==> config.mk <==
export PLATFORM = sky130hd
export DESIGN_NAME = dcache_array_top
export DESIGN_NICKNAME = d
export VERILOG_FILES = /design/src/rtl/dcache_cfg_pkg.sv /design/src/rtl/dcache_types_pkg.sv /design/src/rtl/dcache_lookup_if.sv /design/src/rtl/onehot_mux.sv /design/src/rtl/dcache_port_arbiter.sv /design/src/rtl/dcache_way_array.sv /design/src/rtl/dcache_resp_gen.sv /design/src/rtl/dcache_array_top.sv
export SDC_FILE = /design/constraint.sdc
export NUM_CORES = 2
export LEC_CHECK = 0
export BUFFER_PORTS_ARGS = -buffer_cell sky130_fd_sc_hd__buf_2
export CORE_MARGIN = 10
export CORE_UTILIZATION = 55
export DETAILED_ROUTE_END_ITERATION = 6
export GPL_ROUTABILITY_DRIVEN = 1
export GPL_TIMING_DRIVEN = 0
export MAX_ROUTING_LAYER = met4
export PLACE_DENSITY = 0.79
export SYNTH_ARGS = -nofsm -noshare
export SYNTH_HDL_FRONTEND = slang
export SYNTH_SLANG_ARGS = --single-unit
==> constraint.sdc <==
create_clock -name i_clk -period 3.4 [get_ports i_clk]
set_input_delay 0.68 -clock i_clk [delete_from_list [all_inputs] [get_ports i_clk]]
set_output_delay 0.68 -clock i_clk [all_outputs]
set_load 0.02 [all_outputs]
==> src/rtl/dcache_cfg_pkg.sv <==
package dcache_cfg_pkg;

  // physical address layout
  localparam int PADDR_W  = 32;
  localparam int OFFSET_W = 3;
  localparam int INDEX_W  = 4;
  localparam int TAG_LOW  = OFFSET_W + INDEX_W;
  localparam int TAG_W    = PADDR_W - TAG_LOW;
  localparam int SET_NUM  = 1 << INDEX_W;

  // one line per set entry
  localparam int LINE_W = 64;
  localparam int LINE_B = LINE_W / 8;

  // defaults used by the top level
  localparam int DEF_PORT_NUM = 3;
  localparam int DEF_WAY_NUM  = 2;

  // set index sits just above the byte offset
  function automatic logic [INDEX_W-1:0] get_index(input logic [PADDR_W-1:0] paddr);
    return paddr[OFFSET_W +: INDEX_W];
  endfunction

  function automatic logic [TAG_W-1:0] get_tag(input logic [PADDR_W-1:0] paddr);
    return paddr[PADDR_W-1:TAG_LOW];
  endfunction

endpackage

==> src/rtl/dcache_types_pkg.sv <==
package dcache_types_pkg;

  import dcache_cfg_pkg::*;

  // way number field in the update request
  localparam int WAY_SEL_W = 8;

  typedef logic [LINE_W-1:0] dc_line_t;

  // one lookup request from a read port
  typedef struct packed {
    logic               valid;
    logic [PADDR_W-1:0] paddr;
  } dc_read_req_t;

  // stage-1 answer to a read port
  typedef struct packed {
    logic     hit;
    logic     miss;
    logic     conflict;
    dc_line_t data;
  } dc_read_resp_t;

  // line fill into one way
  typedef struct packed {
    logic                 valid;
    logic [WAY_SEL_W-1:0] way;
    logic [PADDR_W-1:0]   paddr;
    logic [LINE_B-1:0]    be;
    dc_line_t             data;
  } dc_update_t;

endpackage

==> src/rtl/dcache_lookup_if.sv <==
interface dcache_lookup_if
  import dcache_cfg_pkg::*;
#(
  parameter int PORT_NUM = DEF_PORT_NUM,
  parameter int WAY_NUM  = DEF_WAY_NUM
) ();

  // stage 0 array access, shared by all ways
  logic               valid;
  logic               wr;
  logic [WAY_NUM-1:0] wr_way_oh;
  logic [INDEX_W-1:0] index;
  logic [TAG_W-1:0]   tag;
  logic [LINE_B-1:0]  be;
  logic [LINE_W-1:0]  wdata;

  // stage 1 context, registered by the arbiter
  logic [PORT_NUM-1:0] req_valid;
  logic [PORT_NUM-1:0] sel_oh;
  logic [PORT_NUM-1:0] same_index;
  logic [TAG_W-1:0]    port_tag [PORT_NUM];
  logic                upd;

  modport arb_mp (
    output valid, wr, wr_way_oh, index, tag, be, wdata
  );

  modport way_mp (
    input valid, wr, wr_way_oh, index, tag, be, wdata
  );

  modport ctx_mp (
    output req_valid, sel_oh, same_index, port_tag, upd
  );

  modport resp_mp (
    input req_valid, sel_oh, same_index, port_tag, upd
  );

endinterface

==> src/rtl/onehot_mux.sv <==
module onehot_mux #(
  parameter type T     = logic,
  parameter int  WORDS = 2
) (
  input  logic [WORDS-1:0] i_oh,
  input  T                 i_data [WORDS],
  output T                 o_selected
);

  logic [$bits(T)-1:0] w_acc;

  // and-or select, zero when nothing is picked
  always_comb begin
    w_acc = '0;
    for (int i = 0; i < WORDS; i++) begin
      w_acc = w_acc | ({$bits(T){i_oh[i]}} & i_data[i]);
    end
  end

  assign o_selected = T'(w_acc);

endmodule

==> src/rtl/dcache_port_arbiter.sv <==
module dcache_port_arbiter
  import dcache_cfg_pkg::*;
  import dcache_types_pkg::*;
#(
  parameter int PORT_NUM = DEF_PORT_NUM
) (
  input  logic                   i_clk,
  input  logic                   i_reset_n,
  input  dc_update_t             i_update,
  input  dc_read_req_t           i_read_req [PORT_NUM],
  dcache_lookup_if.arb_mp        lookup,
  dcache_lookup_if.ctx_mp        ctx
);

  logic [PORT_NUM-1:0] w_rd_valid;
  logic [PORT_NUM-1:0] w_sel_oh;
  logic [PORT_NUM-1:0] w_same_index;
  dc_read_req_t        w_sel_req;
  logic [PADDR_W-1:0]  w_lookup_paddr;

  for (genvar p = 0; p < PORT_NUM; p++) begin : g_port
    assign w_rd_valid[p] = i_read_req[p].valid;
    // ports sharing the looked-up set can reuse its read data
    assign w_same_index[p] = get_index(i_read_req[p].paddr) == lookup.index;
  end

  // isolate lowest requesting port
  assign w_sel_oh = w_rd_valid & (~w_rd_valid + 1'b1);

  onehot_mux #(
    .T     (dc_read_req_t),
    .WORDS (PORT_NUM)
  ) u_req_sel (
    .i_oh       (w_sel_oh),
    .i_data     (i_read_req),
    .o_selected (w_sel_req)
  );

  // update wins the arrays over any read
  assign w_lookup_paddr = i_update.valid ? i_update.paddr : w_sel_req.paddr;

  assign lookup.valid = i_update.valid | (|w_rd_valid);
  assign lookup.wr    = i_update.valid;
  assign lookup.index = get_index(w_lookup_paddr);
  assign lookup.tag   = get_tag(i_update.paddr);
  assign lookup.be    = i_update.be;
  assign lookup.wdata = i_update.data;

  // decode way number into a per-way write strobe
  always_comb begin
    for (int w = 0; w < $bits(lookup.wr_way_oh); w++) begin
      lookup.wr_way_oh[w] = i_update.valid && (i_update.way == WAY_SEL_W'(w));
    end
  end

  always_ff @(posedge i_clk, negedge i_reset_n) begin
    if (!i_reset_n) begin
      ctx.req_valid  <= '0;
      ctx.sel_oh     <= '0;
      ctx.same_index <= '0;
      ctx.upd        <= 1'b0;
    end else begin
      ctx.req_valid  <= w_rd_valid;
      ctx.sel_oh     <= w_sel_oh;
      ctx.same_index <= w_same_index;
      ctx.upd        <= i_update.valid;
    end
  end

  // each port compares its own tag in stage 1
  always_ff @(posedge i_clk) begin
    for (int p = 0; p < PORT_NUM; p++) begin
      ctx.port_tag[p] <= get_tag(i_read_req[p].paddr);
    end
  end

endmodule

==> src/rtl/dcache_way_array.sv <==
module dcache_way_array
  import dcache_cfg_pkg::*;
#(
  parameter int WAY_ID = 0
) (
  input  logic              i_clk,
  input  logic              i_reset_n,
  dcache_lookup_if.way_mp   lookup,
  output logic [TAG_W-1:0]  o_tag,
  output logic              o_tag_valid,
  output logic [LINE_W-1:0] o_data
);

  logic [TAG_W-1:0]  r_tag_mem  [SET_NUM];
  logic [LINE_W-1:0] r_data_mem [SET_NUM];
  logic [SET_NUM-1:0] r_valid;
  logic               w_wr;
  logic               w_rd;

  // write only when this way is the target
  assign w_wr = lookup.wr & lookup.wr_way_oh[WAY_ID];
  assign w_rd = lookup.valid & ~lookup.wr;

  always_ff @(posedge i_clk, negedge i_reset_n) begin
    if (!i_reset_n) begin
      r_valid <= '0;
    end else if (w_wr) begin
      r_valid[lookup.index] <= 1'b1;
    end
  end

  // tag and byte-enabled line storage
  always_ff @(posedge i_clk) begin
    if (w_wr) begin
      r_tag_mem[lookup.index] <= lookup.tag;
      for (int b = 0; b < LINE_B; b++) begin
        if (lookup.be[b]) begin
          r_data_mem[lookup.index][b*8 +: 8] <= lookup.wdata[b*8 +: 8];
        end
      end
    end
  end

  // synchronous read, held while no lookup is presented
  always_ff @(posedge i_clk, negedge i_reset_n) begin
    if (!i_reset_n) begin
      o_tag_valid <= 1'b0;
    end else if (w_rd) begin
      o_tag_valid <= r_valid[lookup.index];
    end
  end

  always_ff @(posedge i_clk) begin
    if (w_rd) begin
      o_tag  <= r_tag_mem[lookup.index];
      o_data <= r_data_mem[lookup.index];
    end
  end

endmodule

==> src/rtl/dcache_resp_gen.sv <==
module dcache_resp_gen
  import dcache_cfg_pkg::*;
  import dcache_types_pkg::*;
#(
  parameter int PORT_NUM = DEF_PORT_NUM,
  parameter int WAY_NUM  = DEF_WAY_NUM
) (
  dcache_lookup_if.resp_mp   ctx,
  input  logic [TAG_W-1:0]   i_way_tag [WAY_NUM],
  input  logic [WAY_NUM-1:0] i_way_tag_valid,
  input  dc_line_t           i_way_data [WAY_NUM],
  output dc_read_resp_t      o_read_resp [PORT_NUM]
);

  for (genvar p = 0; p < PORT_NUM; p++) begin : g_port
    logic [WAY_NUM-1:0] w_hit_way;
    logic               w_any_hit;
    logic               w_served;
    dc_line_t           w_hit_data;

    // per-way tag match against this port's address
    for (genvar w = 0; w < WAY_NUM; w++) begin : g_way
      assign w_hit_way[w] = i_way_tag_valid[w] & (i_way_tag[w] == ctx.port_tag[p]);
    end

    assign w_any_hit = |w_hit_way;

    onehot_mux #(
      .T     (dc_line_t),
      .WORDS (WAY_NUM)
    ) u_data_sel (
      .i_oh       (w_hit_way),
      .i_data     (i_way_data),
      .o_selected (w_hit_data)
    );

    // served when picked, or when sharing the picked set,
    // and never in an update cycle
    assign w_served = ctx.req_valid[p] & ~ctx.upd &
                      (ctx.sel_oh[p] | ctx.same_index[p]);

    assign o_read_resp[p].hit      = w_served & w_any_hit;
    assign o_read_resp[p].miss     = w_served & ~w_any_hit;
    // everything else that asked must retry
    assign o_read_resp[p].conflict = ctx.req_valid[p] & ~w_served;
    assign o_read_resp[p].data     = (w_served & w_any_hit) ? w_hit_data : '0;
  end

endmodule

==> src/rtl/dcache_array_top.sv <==
module dcache_array_top
  import dcache_cfg_pkg::*;
  import dcache_types_pkg::*;
#(
  parameter int PORT_NUM = DEF_PORT_NUM,
  parameter int WAY_NUM  = DEF_WAY_NUM
) (
  input  logic                         i_clk,
  input  logic                         i_reset_n,
  // line update
  input  logic                         i_upd_valid,
  input  logic [WAY_SEL_W-1:0]         i_upd_way,
  input  logic [PADDR_W-1:0]           i_upd_paddr,
  input  logic [LINE_B-1:0]            i_upd_be,
  input  logic [LINE_W-1:0]            i_upd_data,
  // read ports, flattened with port 0 in the low bits
  input  logic [PORT_NUM-1:0]          i_rd_valid,
  input  logic [PORT_NUM*PADDR_W-1:0]  i_rd_paddr,
  output logic [PORT_NUM-1:0]          o_rd_hit,
  output logic [PORT_NUM-1:0]          o_rd_miss,
  output logic [PORT_NUM-1:0]          o_rd_conflict,
  output logic [PORT_NUM*LINE_W-1:0]   o_rd_data
);

  dc_update_t    w_update;
  dc_read_req_t  w_read_req  [PORT_NUM];
  dc_read_resp_t w_read_resp [PORT_NUM];

  logic [TAG_W-1:0]   w_way_tag [WAY_NUM];
  logic [WAY_NUM-1:0] w_way_tag_valid;
  dc_line_t           w_way_data [WAY_NUM];

  assign w_update.valid = i_upd_valid;
  assign w_update.way   = i_upd_way;
  assign w_update.paddr = i_upd_paddr;
  assign w_update.be    = i_upd_be;
  assign w_update.data  = i_upd_data;

  for (genvar p = 0; p < PORT_NUM; p++) begin : g_port
    assign w_read_req[p].valid = i_rd_valid[p];
    assign w_read_req[p].paddr = i_rd_paddr[p*PADDR_W +: PADDR_W];

    assign o_rd_hit[p]                   = w_read_resp[p].hit;
    assign o_rd_miss[p]                  = w_read_resp[p].miss;
    assign o_rd_conflict[p]              = w_read_resp[p].conflict;
    assign o_rd_data[p*LINE_W +: LINE_W] = w_read_resp[p].data;
  end

  dcache_lookup_if #(
    .PORT_NUM (PORT_NUM),
    .WAY_NUM  (WAY_NUM)
  ) u_lookup ();

  dcache_port_arbiter #(
    .PORT_NUM (PORT_NUM)
  ) u_arbiter (
    .i_clk      (i_clk),
    .i_reset_n  (i_reset_n),
    .i_update   (w_update),
    .i_read_req (w_read_req),
    .lookup     (u_lookup.arb_mp),
    .ctx        (u_lookup.ctx_mp)
  );

  for (genvar w = 0; w < WAY_NUM; w++) begin : g_way
    dcache_way_array #(
      .WAY_ID (w)
    ) u_way (
      .i_clk       (i_clk),
      .i_reset_n   (i_reset_n),
      .lookup      (u_lookup.way_mp),
      .o_tag       (w_way_tag[w]),
      .o_tag_valid (w_way_tag_valid[w]),
      .o_data      (w_way_data[w])
    );
  end

  dcache_resp_gen #(
    .PORT_NUM (PORT_NUM),
    .WAY_NUM  (WAY_NUM)
  ) u_resp_gen (
    .ctx             (u_lookup.resp_mp),
    .i_way_tag       (w_way_tag),
    .i_way_tag_valid (w_way_tag_valid),
    .i_way_data      (w_way_data),
    .o_read_resp     (w_read_resp)
  );

endmodule

# --- After elaboration in Yosys (flattened, before gate mapping) ---
# Memory sizes are Yosys's and may differ from the RTL's. A register that Yosys moved wholly into a read port is not among the register bits.
# Index checks and enable logic that the tools add are counted.
word_totals:
  out_inout_bits: 201
  n_memories: 4
  ram_bits: 2848
  input_bits: 214
  regBits: 119
  elab_cells: 144
mem_list:
  columns: ["name", "words", "word_bits", "rd", "rd_ports_with_merged_regs", "write_ports", "line_no", "text"]
  rows:
  - ["g_way[0].u_way.r_data_mem", 16, 64, 1, 1, 1, "dcache_way_array.sv:15", "logic [LINE_W-1:0] r_data_mem [SET_NUM];"]
  - ["g_way[1].u_way.r_data_mem", 16, 64, 1, 1, 1, "dcache_way_array.sv:15", null]
  - ["g_way[0].u_way.r_tag_mem", 16, 25, 1, 1, 1, "dcache_way_array.sv:14", "logic [TAG_W-1:0] r_tag_mem [SET_NUM];"]
  - ["g_way[1].u_way.r_tag_mem", 16, 25, 1, 1, 1, "dcache_way_array.sv:14", null]
classes:
  n_eq_ne: 10
  reduce_logical: 8
  n_addsub: 1
  bitwise: 54
  n_lt_le_gt_ge: 2
  n_mux: 54
ops:
  columns: ["operator", "n"]
  rows:
  - ["64-bit AND", 6]
  - ["64-bit 2-to-1 mux", 3]
  - ["64-bit OR", 3]
  - ["25-bit equality test", 6]
  - ["1-bit 2-to-1 mux", 47]
  - ["16-bit OR", 2]
  - ["1-bit AND", 24]
  - ["7-bit AND", 3]
  - ["7-bit OR", 2]
  - ["4-bit equality test", 3]
  - ["1-bit binary-select mux with 4-bit select", 2]
  - ["8-bit by 1-bit equality test with 1-bit output, second input constant", 1]
  - ["8-bit logical NOT", 1]
  - ["1-bit NOT", 8]
  - ["7-bit 2-to-1 mux", 1]
  - ["2-bit OR reduction", 3]
  - ["4-bit by 5-bit < comparator with 1-bit output, second input constant", 1]
  - ["1-bit demux with 4-bit select", 1]
  - ["4-bit by 1-bit >= comparator with 1-bit output, second input constant", 1]
  - ["1-bit OR", 4]
  - ["3-bit by 1-bit adder with 3-bit output, second input constant", 1]
  - ["3-bit AND", 1]
  - ["1-bit logical AND", 3]
  - ["3-bit NOT", 1]
  - ["3-bit OR reduction", 1]

# --- Depth between registers and ports, before layout ---
logic_depth:
  word_depth: 12
  depth_mapped: 11
  mapped_depth_nobuf: 6

# --- By module ---
# A second synthesis with hierarchy kept.
hier_totals:
  cells_unflattened: 5737
  hier_area_um2: 124812.2
modules_own_cells:
  columns: ["mod", "cells_each", "instances", "area_each_um2", "seq_area_each_um2"]
  rows:
  - ["dcache_way_array", 2269, 2, 57667.8, 45859.0]
  - ["dcache_resp_gen", 672, 1, 4007.6, 0.0]
  - ["dcache_port_arbiter", 215, 1, 2751.4, 1726.7]
  - ["onehot_mux at u_resp_gen.g_port[0].u_data_sel ...", 78, 3, 718.2, 0.0]
  - ["onehot_mux at u_arbiter.u_req_sel", 78, 1, 563.0, 0.0]

# --- Least setup slack after synthesis ---
# No wires, ideal clock.
synth_timing:
  path_kind: "input port to flip-flop"
  from: "input port i_upd_valid"
  to: "register g_way[1].u_way.o_tag_valid"
  t_required_ns: 3.300
  slack_ns: -2.065
  n_path_buf: 2
  path_stages: 6
  arrival_ns: 5.365
  setup_time_ns: 0.100
  cell_sequence: "buf_2 -> clkbuf_1 -> or2_2 -> inv_1 -> nand4_1 -> o22ai_1"
synth_between:
  word_cells_on_any_way: 6
  cone_classes: "3 x mux; 3 x bitwise"
synth_rtl:
  columns: ["item", "line_no", "text"]
  rows:
  - ["from (decl)", "dcache_array_top.sv:11", "input logic i_upd_valid,"]
  - ["1-bit OR or 1-bit NOT (tied branches)", null, null]
  - ["1-bit AND (*)", null, null]
  - ["via g_way[0].u_way.w_rd", "dcache_way_array.sv:18", "logic w_rd;"]
  - ["to (signal assigned)", "dcache_way_array.sv:49", "o_tag_valid <= r_valid[lookup.index];"]
  - ["to (decl)", "dcache_way_array.sv:10", "output logic o_tag_valid,"]
# The timed path passes the listed nets; every way through them passes the cells marked *. The select of a mux whose other input is x is not followed.
# A chain may end at the register's enable or synchronous reset.

# --- Final worst setup path ---
layout_timing:
  from: "register g_way[1].u_way.o_tag[3] (read register of g_way[1].u_way.r_tag_mem)"
  to: "output port o_rd_data[114]"
layout_between:
  elab_chain_cells: 5
  word_cells_on_any_way: 7
  cone_classes: "1 x eq/ne; 1 x mux; 4 x bitwise; 1 x reduce/logical"
layout_lines:
  columns: ["item", "line_no", "text"]
  rows:
  - ["from (decl)", "dcache_way_array.sv:9", "output logic [TAG_W-1:0] o_tag,"]
  - ["25-bit equality test (*)", "dcache_resp_gen.sv:23", "assign w_hit_way[w] = i_way_tag_valid[w] & (i_way_tag[w] == ctx.port_tag[p]);"]
  - ["1-bit AND (*)", "dcache_resp_gen.sv:23", null]
  - ["64-bit AND or 2-bit OR reduction (tied branches)", "onehot_mux.sv:16, dcache_resp_gen.sv:26", null]
  - ["64-bit OR or 1-bit AND (tied branches)", "onehot_mux.sv:16, dcache_resp_gen.sv:46", null]
  - ["64-bit 2-to-1 mux (*)", "dcache_resp_gen.sv:46", "assign o_read_resp[p].data = (w_served & w_any_hit) ? w_hit_data : '0;"]
  - ["to (decl)", "dcache_array_top.sv:22", "output logic [PORT_NUM*LINE_W-1:0] o_rd_data"]
# Every way passes the cells marked *; elsewhere a longest branch is shown, timed or not.

==> impl_metrics.toml <==
[synth]
synth.top_cells.by_count = "3026 x sky130_fd_sc_hd__edfxtp_1, 713 x sky130_fd_sc_hd__mux4_2, 552 x sky130_fd_sc_hd__a22oi_1"
netlist-cell-type-count = 48
yosys.area_share.simple_pct = 3.406
synth-seq-cells = 3143
synthCells = 5767
synth.cell_area_sq_um = 121000
synth_xor_xnor_area_share_pct = 1.144
postSynth.topFlopCell = "sky130_fd_sc_hd__edfxtp_1"
synth_top_cell_by_area = "sky130_fd_sc_hd__edfxtp_1"
synth_top_area_share_pct = 75.12
dominant_combinational_cell_family_by_area_after_synthesis = "multiplexers"
synth_async_sr_flop_share_pct = 1.336
synth.mux.area_fraction_pct = 13.34
synth_enable_flop_cells = 3026
yosysWarnings = 0
synthTopCellsByArea = "sky130_fd_sc_hd__edfxtp_1 75%, sky130_fd_sc_hd__mux4_2 13%, sky130_fd_sc_hd__a22oi_1 3.4%"
most_frequent_cell_after_synthesis = "sky130_fd_sc_hd__edfxtp_1"
syn_area_per_cell_sq_um = 20.98
synth-seq-area-share_pct = 77.23
synthAdderAreaFrac_pct = 0
mappedNetlistNets = 5981
synth-compound-area-share_pct = 3.615

[die]
die_width_microns = 489.0
initial_core_util_pct = 55.16
die-height_microns = 489.0
placeableCoreArea_sq_um = 219300
placement_row_count = 172
io_pins = 415
die_area_sq_um = 239100

[worst_hold_path]
worst_hold_path.num_cells = 3
holdCritPathClass = "in -> reg"

[outcome]
failed_checks = "design-rule violations, negative setup slack"
result_of_the_run = "finished, violations left"

[power_and_ir_drop]
vdd.ir_drop.worst_mv = 0.3557
power.total_mw = 83.08
power_density_nw_per_um2 = 577.9
cellLeakagePower_nw = 46.71

[cells_and_area]
syn2layout_area_growth_pct = 18.85
finish.utilization_pct = 65.56
final_net_count = 7055
final_layout_size_suffix_gt1_share_pct = 32.27

[clock_tree]
ctsLongestPathBuffers = 4
clockRootBuffer = "sky130_fd_sc_hd__clkbuf_16"
tritoncts = "done"
cts_sinks = 3143
cts.reportedPaths.clkPinSlew_ps = 60
cts_buffers = 313
worstSkewPairLatency_ps = 990
htree_num_levels = 5

[placement]
routabilityCongestion = 0.9456
dpl.hpwl_microns = 224200
port_buffers = 402
dp_worst_setup_slack_ps = -1855

[sta]
max_freq_ghz = 0.2171
finalSetupViolCount = 852
finalSetupTns_ps = -235940
grt_setup_unrepaired = "yes"
worstMarginPinSlew_ps = 1173
layout_skew_ps = 91.11
final-max-slew-violation-count = 0
final_period_minus_worst_setup_slack_ps = 4606
number_of_hold_violations_in_the_final_report = 0
slew-limit-headroom_pct = 21.82
finalHoldWorstSlack_ps = 57.00
layout_worst_path_cycle_share_pct = 135.5
timing.final.ws_setup_ps = -1206

[route]
initial_drt_pass_iterations = 7
remaining_drc_errors = 3
antenna_violating_nets_post_route = 0
detail_route.wirelength_microns = 384000
post_drt_via_cell_ratio = 6.920
routed_wire_length_per_instance_microns = 38.27
drt_first_iter_violations = 11317
vias_after_detailed_routing = 69439

[grt]
grt_antenna_before_repair = 59
largest_net_degree_at_the_start_of_global_routing = 43
groute.usage.overall_pct = 32.01
grt_pass1_wl_microns = 524800
globalRoute.totalOverflow = 0
vias_in_the_first_global_route = 68726

[setup_path]
timing.critical_path.to_type = "primary output"
arrival_ps = 3930
critical_path_class = "reg -> out"
rr_worst_depth = 3
required_time_reported_for_the_critical_path_endpoint_ps = 2720
startpoint_type = "flop"
crit_fanout = 5

[job]
maxcap_viol_count = 0
[where the power goes]
part	leakage [nW]	switching [mW]	total [mW]	internal, mW
registers	28.6	0.485	43.3	42.9
logic	13.6	4.15	6.50	2.34
clock network	4.58	14.7	33.2	18.5
[per-layer routing]
layer / vias up / wire, microns / track usage, %
met1: 35046 / 122500 / 38.51
met5: - / 0 / -
met2: 6587 / 178200 / 48.34
li1: 26186 / - / -
met4: 0 / 29970 / 18.04
met3: 1620 / 53380 / 10.02
[final timing paths]
kind	startpoint	endpoint	slack (ps)
max in group asynchronous	i_reset_n	u_arbiter.ctx.sel_oh[2]	1940
setup / recovery	g_way[1].u_way.o_tag[3]	o_rd_data[114]	-1210
min in group asynchronous	i_reset_n	g_way[0].u_way.r_valid[1]	740
hold / removal	i_rd_paddr[67]	u_arbiter.ctx.same_index[2]	60
hold reg to reg	g_way[0].u_way.r_valid[14]	g_way[0].u_way.r_valid[14]	480
setup reg to reg	g_way[0].u_way.r_tag_mem[1][0]	g_way[0].u_way.o_tag[0]	1430
[cell type report]
class,count,area [sq um]
clock buffers,387,8237
diodes,107,267.8
clock inverters,144,1186
flip-flops and latches,3143,93420
repair buffers,768,7530
inverters,2,11.26
multi-input cells,2288,27420
well taps,2871,3592
plain buffers,325,2103
fillers,12954,75530
[critical path: stages, from the launching register on]
cell and delay [ps]:
sky130_fd_sc_hd__edfxtp_1 500, sky130_fd_sc_hd__buf_6 170, sky130_fd_sc_hd__buf_6 110, sky130_fd_sc_hd__xor2_2 160
sky130_fd_sc_hd__nor4_2 230, sky130_fd_sc_hd__nand3_1 180, sky130_fd_sc_hd__nor4_4 410, sky130_fd_sc_hd__buf_12 220
sky130_fd_sc_hd__clkbuf_16 220, sky130_fd_sc_hd__buf_4 160, sky130_fd_sc_hd__clkbuf_16 140, sky130_fd_sc_hd__a22oi_1 80
sky130_fd_sc_hd__nor2_1 170, sky130_fd_sc_hd__buf_4 180
[metrics by stage]
stage | cell area [sq um] | cells
global route | 143700 | 9993
detailed placement | 128600 | 9121
global placement | 126900 | 9040
finish | 143800 | 10035
CTS | 142300 | 9865
floorplan | 121300 | 5767
[repair_timing]
action	in CTS	in global routing
gates resized for setup	525	180
pin swaps	134	126
endpoints found under the setup margin	2877	974
hold buffers	80	0
setup buffers	129	69
hold endpoints to repair	121	0
gates cloned	12	7
[registers in the layout (all words and copies together), names as in the netlist]
name and count:
u_arbiter.ctx.req_valid 3, g_way.u_way.o_tag_valid 2, g_way.u_way.r_valid 32, g_way.u_way.o_data 128
u_arbiter.ctx.port_tag 75, u_arbiter.ctx.sel_oh 2, g_way.u_way.r_data_mem 2048, g_way.u_way.o_tag 50
g_way.u_way.r_tag_mem 800, u_arbiter.ctx.upd 1, u_arbiter.ctx.same_index 2
[cells by family (layout without fill, tap and decap cells)]
kind of cell	count (synthesis)	after routing
flops	3143	3143
mux	720	720
compound gates	583	583
simple gates	827	827
other cells	0	107
buf+inv	336	1626
xor+xnor	158	158
[placed cells by master, fill, tap and decap left out, types with 18 or more instances in the layout]
| master | instances |
|---|---|
| sky130_fd_sc_hd__xnor2_1 | 62 |
| sky130_fd_sc_hd__clkinv_1 | 70 |
| sky130_fd_sc_hd__clkinv_2 | 34 |
| sky130_fd_sc_hd__dfxtp_1 | 75 |
| sky130_fd_sc_hd__diode_2 | 107 |
| sky130_fd_sc_hd__dlygate4sd3_1 | 80 |
| sky130_fd_sc_hd__buf_8 | 36 |
| sky130_fd_sc_hd__a22oi_2 | 140 |
| sky130_fd_sc_hd__nor2_1 | 173 |
| sky130_fd_sc_hd__buf_12 | 84 |
| sky130_fd_sc_hd__edfxtp_1 | 3026 |
| sky130_fd_sc_hd__nand2_1 | 208 |
| sky130_fd_sc_hd__bufinv_16 | 18 |
| sky130_fd_sc_hd__clkbuf_16 | 337 |
| sky130_fd_sc_hd__and2_1 | 239 |
| sky130_fd_sc_hd__buf_6 | 75 |
| sky130_fd_sc_hd__xor2_1 | 92 |
| sky130_fd_sc_hd__or2_2 | 32 |
| sky130_fd_sc_hd__nor2_4 | 36 |
| sky130_fd_sc_hd__dfrtp_1 | 42 |
| sky130_fd_sc_hd__buf_4 | 306 |
| sky130_fd_sc_hd__buf_16 | 27 |
| sky130_fd_sc_hd__a22oi_1 | 412 |
| sky130_fd_sc_hd__mux4_2 | 713 |
| sky130_fd_sc_hd__clkbuf_1 | 190 |
| sky130_fd_sc_hd__nor2_2 | 19 |
| sky130_fd_sc_hd__buf_2 | 297 |
Power figures use the tool's default switching activity.
